## config.mk

```make
export PLATFORM = sky130hd
export DESIGN_NAME = id_stage
export DESIGN_NICKNAME = d
export VERILOG_FILES = /design/src/cpu_pkg.sv /design/src/reg_file.sv /design/src/imm_gen.sv /design/src/target_gen.sv /design/src/id_control.sv /design/src/id_stage.sv
export SDC_FILE = /design/constraint.sdc
export NUM_CORES = 2
export LEC_CHECK = 0
export ABC_AREA = 0
export BUFFER_PORTS_ARGS = -buffer_cell sky130_fd_sc_hd__buf_4
export CAP_MARGIN = 25
export CORE_UTILIZATION = 38
export CTS_BUF_LIST = sky130_fd_sc_hd__clkbuf_8
export DETAILED_ROUTE_END_ITERATION = 12
export PLACE_DENSITY_LB_ADDON = 0.12
export SLEW_MARGIN = 20
export SYNTH_ARGS = -nofsm -noshare
export SYNTH_HDL_FRONTEND = slang
export SYNTH_SLANG_ARGS = --single-unit
export TNS_END_PERCENT = 1
```

## constraint.sdc

```tcl
create_clock -name clk -period 15 [get_ports clk]
set_input_delay 0 -clock clk [delete_from_list [all_inputs] [get_ports clk]]
set_output_delay 0 -clock clk [all_outputs]
set_load 0.02 [all_outputs]
```

## src/cpu_pkg.sv

```systemverilog
`default_nettype none

package cpu_pkg;

    // Data, address or instruction word
    typedef logic [31:0] word_t;

    // RV32I major opcodes as found in inst[6:0]
    typedef enum logic [6:0] {
        OP_LUI    = 7'b0110111,
        OP_AUIPC  = 7'b0010111,
        OP_JAL    = 7'b1101111,
        OP_JALR   = 7'b1100111,
        OP_BRANCH = 7'b1100011,
        OP_LOAD   = 7'b0000011,
        OP_STORE  = 7'b0100011,
        OP_IMM    = 7'b0010011,
        OP_REG    = 7'b0110011,
        OP_SYSTEM = 7'b1110011
    } opcode_e;

    // Immediate layout
    typedef enum logic [2:0] {
        IMM_I = 3'd0, // Loads, ALU immediates, jalr
        IMM_S = 3'd1, // Stores
        IMM_B = 3'd2, // Conditional branches
        IMM_U = 3'd3, // lui, auipc
        IMM_J = 3'd4  // jal
    } imm_sel_e;

    // Early target source
    typedef enum logic [1:0] {
        TGT_NONE   = 2'd0,
        TGT_JAL    = 2'd1,
        TGT_JALR   = 2'd2,
        TGT_BRANCH = 2'd3
    } tgt_sel_e;

    // Where the jalr base register comes from
    typedef enum logic [1:0] {
        FWD_NONE = 2'd0, // Register file
        FWD_EX   = 2'd1, // ALU result in EX
        FWD_MEM  = 2'd2, // ALU result in MEM
        FWD_WB   = 2'd3  // Write-back data
    } fwd_sel_e;

    // addi x0, x0, 0
    localparam word_t NOP = 32'h0000_0013;

    // PC bit that maps fetch to the boot ROM
    localparam int unsigned BIOS_PC_BIT = 30;

endpackage

`default_nettype wire

```

## src/reg_file.sv

```systemverilog
`default_nettype none

module reg_file (
    input  logic          clk,
    input  logic          we,
    input  logic [4:0]    ra1,
    input  logic [4:0]    ra2,
    input  logic [4:0]    wa,
    input  cpu_pkg::word_t wd,
    output cpu_pkg::word_t rd1,
    output cpu_pkg::word_t rd2
);
    cpu_pkg::word_t regs [1:31]; // x0 has no storage

    // Read logic, used for both read ports
    function automatic cpu_pkg::word_t read_port(input logic [4:0] ra);
        cpu_pkg::word_t val;
        if (ra == 5'd0) begin
            val = '0;
        end else if (we && (wa == ra)) begin
            val = wd; // Write-through of this cycle's WB
        end else begin
            val = regs[ra];
        end
        return val;
    endfunction

    always_ff @(posedge clk) begin
        if (we && (wa != 5'd0)) begin
            regs[wa] <= wd;
        end
    end

    always_comb begin
        rd1 = read_port(ra1);
        rd2 = read_port(ra2);
    end

endmodule

`default_nettype wire

```

## src/imm_gen.sv

```systemverilog
`default_nettype none

module imm_gen (
    input  cpu_pkg::word_t   inst,
    input  cpu_pkg::imm_sel_e sel,
    output cpu_pkg::word_t   imm
);
    cpu_pkg::opcode_e op;
    logic             sign;

    assign op   = cpu_pkg::opcode_e'(inst[6:0]);
    assign sign = inst[31]; // All formats extend from bit 31

    always_comb begin
        unique case (sel)
            cpu_pkg::IMM_I: begin
                imm = {{20{sign}}, inst[31:20]};
            end
            cpu_pkg::IMM_S: begin
                imm = {{20{sign}}, inst[31:25], inst[11:7]};
            end
            cpu_pkg::IMM_B: begin
                imm = {{19{sign}}, inst[31], inst[7], inst[30:25], inst[11:8], 1'b0};
            end
            cpu_pkg::IMM_U: begin
                imm = {inst[31:12], 12'b0};
            end
            cpu_pkg::IMM_J: begin
                imm = {{11{sign}}, inst[31], inst[19:12], inst[20], inst[30:21], 1'b0};
            end
            default: begin
                imm = '0;
            end
        endcase

        // R-type has no immediate field
        if (op == cpu_pkg::OP_REG) begin
            imm = '0;
        end
    end

endmodule

`default_nettype wire

```

## src/target_gen.sv

```systemverilog
`default_nettype none

module target_gen (
    input  cpu_pkg::word_t   pc,
    input  cpu_pkg::tgt_sel_e sel,
    input  logic             en,
    input  cpu_pkg::word_t   rs1,
    input  cpu_pkg::word_t   imm,
    output cpu_pkg::word_t   target,
    output logic             target_taken,
    output logic             branch_taken
);
    cpu_pkg::word_t pc_rel;   // jal and branch target
    cpu_pkg::word_t reg_rel;  // jalr target before alignment

    assign pc_rel  = pc + imm;
    assign reg_rel = rs1 + imm;

    // Backward branch predicted taken
    assign branch_taken = (sel == cpu_pkg::TGT_BRANCH) && imm[31];

    always_comb begin
        unique case (sel)
            cpu_pkg::TGT_JALR: begin
                target = {reg_rel[31:1], 1'b0}; // LSB cleared per ISA
            end
            default: begin
                target = pc_rel;
            end
        endcase
    end

    always_comb begin
        unique case (sel)
            cpu_pkg::TGT_JAL,
            cpu_pkg::TGT_JALR: begin
                target_taken = en; // Unconditional jumps
            end
            cpu_pkg::TGT_BRANCH: begin
                target_taken = en && branch_taken;
            end
            default: begin
                target_taken = 1'b0;
            end
        endcase
    end

endmodule

`default_nettype wire

```

## src/id_control.sv

```systemverilog
`default_nettype none

module id_control (
    input  cpu_pkg::word_t    inst,
    input  cpu_pkg::word_t    ex_inst,
    input  cpu_pkg::word_t    mem_inst,
    input  cpu_pkg::word_t    wb_inst,
    output cpu_pkg::imm_sel_e imm_sel,
    output cpu_pkg::tgt_sel_e tgt_sel,
    output cpu_pkg::fwd_sel_e fwd_sel,
    output logic              tgt_en,
    output logic              stall
);
    cpu_pkg::opcode_e op;
    logic [4:0]       rs1;
    logic             is_jalr;

    logic ex_hit;
    logic mem_hit;
    logic wb_hit;
    logic ex_load;
    logic mem_load;

    // True when i writes a nonzero rd that equals rs
    function automatic logic produces(input cpu_pkg::word_t i, input logic [4:0] rs);
        cpu_pkg::opcode_e i_op;
        logic             has_rd;
        i_op   = cpu_pkg::opcode_e'(i[6:0]);
        has_rd = (i_op != cpu_pkg::OP_STORE) && (i_op != cpu_pkg::OP_BRANCH);
        return has_rd && (i[11:7] != 5'd0) && (i[11:7] == rs);
    endfunction

    function automatic logic is_load(input cpu_pkg::word_t i);
        return i[6:0] == cpu_pkg::OP_LOAD;
    endfunction

    assign op      = cpu_pkg::opcode_e'(inst[6:0]);
    assign rs1     = inst[19:15];
    assign is_jalr = (op == cpu_pkg::OP_JALR);

    // Format and target selection
    always_comb begin
        imm_sel = cpu_pkg::IMM_I;
        tgt_sel = cpu_pkg::TGT_NONE;
        unique case (op)
            cpu_pkg::OP_LUI,
            cpu_pkg::OP_AUIPC: begin
                imm_sel = cpu_pkg::IMM_U;
            end
            cpu_pkg::OP_JAL: begin
                imm_sel = cpu_pkg::IMM_J;
                tgt_sel = cpu_pkg::TGT_JAL;
            end
            cpu_pkg::OP_JALR: begin
                tgt_sel = cpu_pkg::TGT_JALR;
            end
            cpu_pkg::OP_BRANCH: begin
                imm_sel = cpu_pkg::IMM_B;
                tgt_sel = cpu_pkg::TGT_BRANCH;
            end
            cpu_pkg::OP_STORE: begin
                imm_sel = cpu_pkg::IMM_S;
            end
            default: begin
                imm_sel = cpu_pkg::IMM_I; // Loads, OP-IMM, SYSTEM
            end
        endcase
    end

    // Producers of the jalr base, youngest first
    assign ex_hit   = produces(ex_inst, rs1);
    assign mem_hit  = produces(mem_inst, rs1);
    assign wb_hit   = produces(wb_inst, rs1);
    assign ex_load  = is_load(ex_inst);
    assign mem_load = is_load(mem_inst);

    always_comb begin
        fwd_sel = cpu_pkg::FWD_NONE;
        if (is_jalr) begin
            if (ex_hit) begin
                fwd_sel = cpu_pkg::FWD_EX;
            end else if (mem_hit) begin
                fwd_sel = cpu_pkg::FWD_MEM;
            end else if (wb_hit) begin
                fwd_sel = cpu_pkg::FWD_WB;
            end
        end
    end

    // Load data not ready until WB
    always_comb begin
        stall = 1'b0;
        if (is_jalr) begin
            if (ex_hit) begin
                stall = ex_load;
            end else if (mem_hit) begin
                stall = mem_load; // mem_alu still holds the address
            end
        end
    end

    assign tgt_en = ~stall;

endmodule

`default_nettype wire

```

## src/id_stage.sv

```systemverilog
`default_nettype none

module id_stage (
    input  logic           clk,
    input  logic           rst_n,
    input  logic           ex_flush,
    input  cpu_pkg::word_t id_pc,
    input  cpu_pkg::word_t id_bios_inst,
    input  cpu_pkg::word_t id_imem_inst,
    input  logic           wb_regwen,
    input  cpu_pkg::word_t ex_alu,   // Forwarding source for jalr
    input  cpu_pkg::word_t mem_alu,  // Forwarding source for jalr
    input  cpu_pkg::word_t mem_inst, // Hazard check only
    input  cpu_pkg::word_t wb_wdata, // Write data and forwarding source
    input  cpu_pkg::word_t wb_inst,  // Supplies write address
    output cpu_pkg::word_t id_target,
    output logic           id_target_taken,
    output logic           ex_br_taken,
    output cpu_pkg::word_t ex_pc,
    output cpu_pkg::word_t ex_rd1,
    output cpu_pkg::word_t ex_rd2,
    output cpu_pkg::word_t ex_imm,
    output cpu_pkg::word_t ex_inst,
    output logic           id_stall
);
    cpu_pkg::word_t    inst;
    cpu_pkg::word_t    rd1;
    cpu_pkg::word_t    rd2;
    cpu_pkg::word_t    imm;
    cpu_pkg::word_t    jalr_base;
    cpu_pkg::imm_sel_e imm_sel;
    cpu_pkg::tgt_sel_e tgt_sel;
    cpu_pkg::fwd_sel_e fwd_sel;
    logic              tgt_en;
    logic              br_taken;
    logic              bubble;

    // Boot ROM when PC is in the BIOS region
    assign inst = id_pc[cpu_pkg::BIOS_PC_BIT] ? id_bios_inst : id_imem_inst;

    reg_file i_reg_file (
        .clk (clk),
        .we  (wb_regwen),
        .ra1 (inst[19:15]),
        .ra2 (inst[24:20]),
        .wa  (wb_inst[11:7]),
        .wd  (wb_wdata),
        .rd1 (rd1),
        .rd2 (rd2)
    );

    imm_gen i_imm_gen (
        .inst (inst),
        .sel  (imm_sel),
        .imm  (imm)
    );

    id_control i_id_control (
        .inst     (inst),
        .ex_inst  (ex_inst),
        .mem_inst (mem_inst),
        .wb_inst  (wb_inst),
        .imm_sel  (imm_sel),
        .tgt_sel  (tgt_sel),
        .fwd_sel  (fwd_sel),
        .tgt_en   (tgt_en),
        .stall    (id_stall)
    );

    // jalr base forwarding
    always_comb begin
        unique case (fwd_sel)
            cpu_pkg::FWD_EX: begin
                jalr_base = ex_alu;
            end
            cpu_pkg::FWD_MEM: begin
                jalr_base = mem_alu;
            end
            cpu_pkg::FWD_WB: begin
                jalr_base = wb_wdata;
            end
            default: begin
                jalr_base = rd1;
            end
        endcase
    end

    target_gen i_target_gen (
        .pc           (id_pc),
        .sel          (tgt_sel),
        .en           (tgt_en),
        .rs1          (jalr_base),
        .imm          (imm),
        .target       (id_target),
        .target_taken (id_target_taken),
        .branch_taken (br_taken)
    );

    assign bubble = !rst_n || id_stall || ex_flush;

    // ID/EX registers
    always_ff @(posedge clk) begin
        if (bubble) begin
            ex_pc       <= '0;
            ex_rd1      <= '0;
            ex_rd2      <= '0;
            ex_imm      <= '0;
            ex_br_taken <= 1'b0;
            ex_inst     <= cpu_pkg::NOP; // Harmless in later stages
        end else begin
            ex_pc       <= id_pc;
            ex_rd1      <= rd1;
            ex_rd2      <= rd2;
            ex_imm      <= imm;
            ex_br_taken <= br_taken; // For misprediction check downstream
            ex_inst     <= inst;
        end
    end

endmodule

`default_nettype wire

```

# == Yosys cells after proc, flatten, opt, wreduce, memory -nomap -nowiden ==
# Memories as Yosys holds them, arrays and structs flattened. A register that Yosys moved wholly into a read port is not among the register bits.
# Cells that the tools add are included.
# totals
regBits,129
ram_bits,992
output_inout_bits,195
word_cells,81
mem_count,1
# classes
add_sub_neg,2
n_eq_ne,28
mux,19
n_bitwise,1
n_reduce_logical,25
# mem_list
memory,depth,width,read_ports,rd_ports_with_merged_regs,write_ports,line_no,source
i_reg_file.regs,31,32,2,1,1,reg_file.sv:13,cpu_pkg::word_t regs [1:31];
# ops
cell,n
$mux 32,5
$pmux 32 s5,1
$pmux 32 s3,1
$add 32x32->32,2
$eq 7x6->1 const B,3
$eq 7x7->1 const B,3
$ne 7x6->1 const B,3
$ne 7x7->1 const B,3
$eq 5x5->1,3
$reduce_bool 5->1,3
$eq 7x2->1 const B,2
$logic_and 1x1->1,13
$pmux 3 s4,1
$logic_not 5->1,2
$eq 2x2->1 const B,4
$mux 2,4
$eq 7x5->1 const B,1
$eq 3x2->1 const B,2
$pmux 2 s3,1
$reduce_or 2->1,3
$mux 1,5
$eq 2x1->1 const B,2
$eq 3x1->1 const B,1
$eq 3x3->1 const B,1
other kinds (5),6

# == Depth between registers and ports, before layout ==
# depth
depth_word,12
depth_mapped,32
ltp_nobuf,23

# == Hierarchy ==
# From an unflattened synthesis, not the netlist that was laid out.
# unflattened
hier_cells,3865
area_unflattened_um2,57491.4
# by_module_without_submodules
mod,n_inst,cells_per_inst,area_per_inst_um2
reg_file,1,2759,47200.3
id_stage,1,415,5561.6
target_gen,1,521,3626.0
imm_gen,1,111,690.7
id_control,1,59,412.9

# == Worst setup path before layout ==
# Ideal clock, no wire load.
# synth_path
path_kind,input-to-output
from,input id_pc[30]
to,output id_target[20]
t_arrival_ps,5044
slack_ps,9956
stages,29
path_cell_list,buf_6 buf_8 mux2_1 buf_4 buf_4 buf_4 buf_4 buf_2 buf_2 nand2_1 a21oi_1 a2111oi_0 a31oi_1 o211ai_1 a21oi_1 nand2_1 nand2_1 fa_1 a21o_1 a21oi_1 o21ai_0 a21o_1 a21o_1 a211oi_1 o21ai_0 o41ai_1 xnor2_1 nand2_1 o21ai_0
# synth_via
elab_chain_len,11
word_cells_on_any_way,41
# synth_lines
item,line_no,source
from (decl),id_stage.sv:7,"input cpu_pkg::word_t id_pc,"
$mux 32 (*),id_stage.sv:39,assign inst = id_pc[cpu_pkg::BIOS_PC_BIT] ? id_bios_inst : id_imem_inst;
$eq 5x5->1,"reg_file.sv:20, id_control.sv:30",
$logic_and 1x1->1,id_control.sv:30,return has_rd && (i[11:7] != 5'd0) && (i[11:7] == rs);
$mux 2,id_control.sv:84,end else if (wb_hit) begin
$mux 2,id_control.sv:82,end else if (mem_hit) begin
$mux 2,id_control.sv:80,if (ex_hit) begin
$mux 2,id_control.sv:79,if (is_jalr) begin
$eq 2x2->1 / $eq 2x1->1 (equally long branches),id_stage.sv:72,unique case (fwd_sel)
$pmux 32 s3,id_stage.sv:72,
$add 32x32->32,target_gen.sv:17,assign reg_rel = rs1 + imm;
$mux 32 (*),target_gen.sv:23,unique case (sel)
to (decl),id_stage.sv:16,"output cpu_pkg::word_t id_target,"
# Mark *: on every way between the ends. The rest lies on a longest branch, timed or not.

# == Worst setup path in the final report ==
# layout_path
from,input id_pc[30]
to,output id_target[31]
# layout_via
word_cells_on_any_way,41
# layout_lines
item,line_no,source
$mux 32 (*),id_stage.sv:39,
$eq 7x6->1 / $eq 7x5->1 (equally long branches),id_control.sv:45,unique case (op)
$reduce_or 2->1,id_control.sv:45,
$pmux 3 s4,id_control.sv:45,
"$eq 3x3->1, or another cell as far along",imm_gen.sv:15,unique case (sel)
$pmux 32 s5,imm_gen.sv:15,
$mux 32 (*),imm_gen.sv:37,if (op == cpu_pkg::OP_REG) begin
named net i_imm_gen.imm[1],imm_gen.sv:6,output cpu_pkg::word_t imm
"$add 32x32->32, on equally long branches","target_gen.sv:16, target_gen.sv:17",
$mux 32 (*),target_gen.sv:23,
# The timed path passes the listed nets; every way through them passes the cells marked *.

==> results.tsv <==
stage	metric	value	unit
detailed_routing	drc	0	
synthesis	ys_seq_area_share	57.14	%
floorplan	die-height	391.9	um
setup_path	reg2reg_depth	11	
worst_hold_path	hp-class	in2reg	
cts	clock-sinks	1153	
setup_path	crit_path_start_kind	input port	
final_layout	nFillCells	13800	
floorplan	ioPinCount	455	
floorplan	dieArea	153600	sq um
sta	fin_worst_skew	0.06286	ns
setup_path	rr_startpoint	ex_inst[4]	
grt	grtUsageTotal	32.31	%
setup_path	worstSetupEndpointType	output port	
synthesis	ys_seq_elements	1153	
final_layout	multi_input_area	23510	sq um
sta	finalHoldViolCount	0	
final_layout	syn_to_final_growth	20.74	%
synthesis	yosysTopAreaCellShare	51.56	%
setup_path	crit_type	in2out	
cts	numCtsBuffers	201	
synthesis	synth_cell_types	86	
floorplan	initial_core_util	38.43	%
detailed_routing	drt-initial-drc-count	5611	
power_and_ir_drop	power_density	113.9	nW/um^2
floorplan	die_width	391.9	um
cts	cts_resized	0	
detailed_routing	postRouteAntennaNets	0	
synthesis	yosysWarnings	0	
grt	grt_max_degree	126	
cts	cts_tree	built	
power_and_ir_drop	power.total	7.943	mW
cts	insertion_delay	0.97	ns
sta	worst_pin_slew	1.163	ns
sta	finalCritPeriodShare	56.46	%
final_layout	nets	6104	
synthesis	synth_area_leader_cell	edfxtp_1	
flow_run	maxCapViolCount	0	
place	io_buffers	413	
synthesis	synth_edf_count	992	
synthesis	syn_inst	5173	
setup_path	ff2ff_setup_slack	10.88	ns
detailed_routing	wl_per_cell	31.59	um
sta	clock.fmax	0.1181	GHz
detailed_routing	firstDrtPassIters	8	
detailed_routing	routed_wl	251.9	mm
final_layout	layout-drive-gt1-share	18.44	%
cts	cts_max_path_buffers	3	
setup_path	r2r-end	ex_inst[2]	
cts	clk_pin_slew_worst_paths	0.06	ns
setup_path	critPathLaunch	id_pc[30]	
power_and_ir_drop	leakagePower	25.51	nW
setup_path	crit_required	15.00	ns
power_and_ir_drop	peakVddDrop	0.00008401	V
cts	cts_root_buf	clkbuf_8	
floorplan	num_rows	142	
grt	antenna_found_initial	33	
synthesis	ys_async_sr_fraction	0	%
synthesis	ys.flop_type	edfxtp_1	
grt	grt_pass1_vias	46210	
sta	slew_viol_final	0	
final_layout	seq_area	33010	sq um
sta	relSlewSlack	22.44	%
synthesis	synth.avg_cell_area	11.17	sq um
sta	setup_viol	0	
floorplan	core_area	150300	sq um
grt	grt_pass1_wl	347.7	mm
setup_path	arrival	8.47	ns
grt	overflow	0	
detailed_routing	vias_per_cell	6.048	
status	status	finished, final reports clean	
synthesis	syn_area	57770	sq um
sta	tns	0	ns
synthesis	synth.area.top_cells	edfxtp_1 (52%), nand2_1 (8.5%), mux4_2 (8.1%)	
detailed_routing	vias	48220	
place	dp_hpwl	149.6	mm
cts	htree_levels	4	
setup_path	cp_max_fo	36	
place	place_congestion	0.9287	
synthesis	synthesis.nets	5499	
sta	fin_crit	8.470	ns
setup_path	worstSetupEndpoint	id_target[31]	
sta	rsz0062_at_grt	false	
power breakdown:
group          internal [mW]  switching, mW
combinational          0.558           1.04
sequential              3.54         0.0247
clock                   1.40           1.38
timing repair:
item,in CTS,in global routing
setup buffers,0,0
hold endpoints to repair,1269,0
hold buffers,261,0
critical path, stage by stage:
cell,delay [ns]
buf_4,0.24
buf_4,0.57
buf_4,0.67
nand2_1,0.20
o22ai_1,0.22
dlygate4sd3_1,0.62
nand3_1,0.12
dlygate4sd3_1,0.63
nand2_1,0.10
o22ai_1,0.07
nand2_1,0.16
inv_1,0.11
ha_1,0.31
a211oi_1,0.11
o21ai_0,0.49
nor4b_1,0.52
o21ai_0,0.46
a2111oi_0,0.98
o21bai_1,0.33
a31oi_1,0.28
mux2i_1,0.23
o41ai_1,0.09
a31o_1,0.21
a311oi_2,0.42
buf_4,0.23
registers in the layout, indices dropped and copies added (netlist names):
signal and cells:
i_reg_file.regs 992, ex_imm 32, ex_inst 32, ex_pc 32, ex_rd1 32, ex_rd2 32
ex_br_taken 1
final cells by class:
type                    count  area share [%]
well taps                2016           3.616
inverters                  36          0.1937
repair buffers            803           9.715
diodes                     15         0.05381
clock inverters           149           1.094
multi-input cells        3583           33.70
flip-flops and latches   1153           47.33
clock buffers             218           4.302
how the worst min path moves through the flow:
stage                           startpoint                 endpoint  slack, ns  cells past startpoint
after floorplan                wb_wdata[0]   i_reg_file.regs[10][0]        0.1                      0
after global placement           id_pc[27]                ex_pc[27]       0.22                      2
after detailed placement         id_pc[28]                ex_pc[28]       0.22                      2
after CTS                 id_bios_inst[26]                ex_imm[6]      0.005                      5
after global routing          wb_wdata[17]  i_reg_file.regs[17][17]       0.05                      2
final                         wb_wdata[31]  i_reg_file.regs[13][31]       0.08                      2
layer usage:
layer	up-vias	global-route usage, %	share of wire, %	wire [um]
met3	661	6.767	10	25470
met5	-	0	0.023	58
met4	10	18.84	6.3	15920
met2	2975	50.83	46	114900
li1	20660	-	-	-
met1	23910	41.16	38	95520
Yosys cell counts (all sizes together), types with 5 or more instances:
cell type	count
mux4	209
o21ai	60
a21o	39
a31oi	74
o31ai	12
a21oi	263
a31o	5
o21a	8
nor4	8
mux2	11
a211o	5
xnor2	40
nand2b	20
ha	64
o22ai	8
clkbuf	306
o21bai	12
inv	36
dfxtp	161
nand4	12
nor3	26
and3	76
nor3b	7
edfxtp	992
o211ai	71
nor2	202
nand2	1312
xor2	19
a311oi	163
and2	107
nor2b	20
a32oi	34
a22oi	6
mux2i	44
or3	11
a211oi	70
buf	95
nand3b	7
nand3	472
a2111oi	10
a222oi	32
kinds of logic after synthesis:
| group | after synthesis | synth area share, % |
|---|---|---|
| fa+ha+maj | 66 | 1.455 |
| flops | 1153 | 57.14 |
| simple gates | 2300 | 17.48 |
| compound gates | 894 | 10.81 |
| buf+inv | 437 | 3.030 |
| mux | 264 | 9.188 |
| xor+xnor | 59 | 0.8945 |
stage by stage:
stage	setup WS (ns)	hold slack, ns	cells	utilization (%)	area, sq um
after floorplan	9.956	0.09887	5173	-	57770
after global placement	7.100	0.2176	7327	42.10	63280
after detailed placement	7.070	0.2226	7328	42.12	63320
after CTS	6.606	0.004862	7956	46.37	69690
after global routing	5.958	0.05099	7966	46.39	69730
final	6.530	0.07599	7973	46.41	69750
cells in the final DEF, fill, tap and decap left out, types with 161 or more instances in the layout:
cell type and instances:
a311oi_1 162, nand2_1 1311, edfxtp_1 992, a21oi_1 263, clkbuf_8 218, buf_4 534
nor2_1 170, nand3_1 471, dfxtp_1 161, dlygate4sd3_1 261, mux4_2 209
Note: power is estimated with default switching activity, not from simulation.
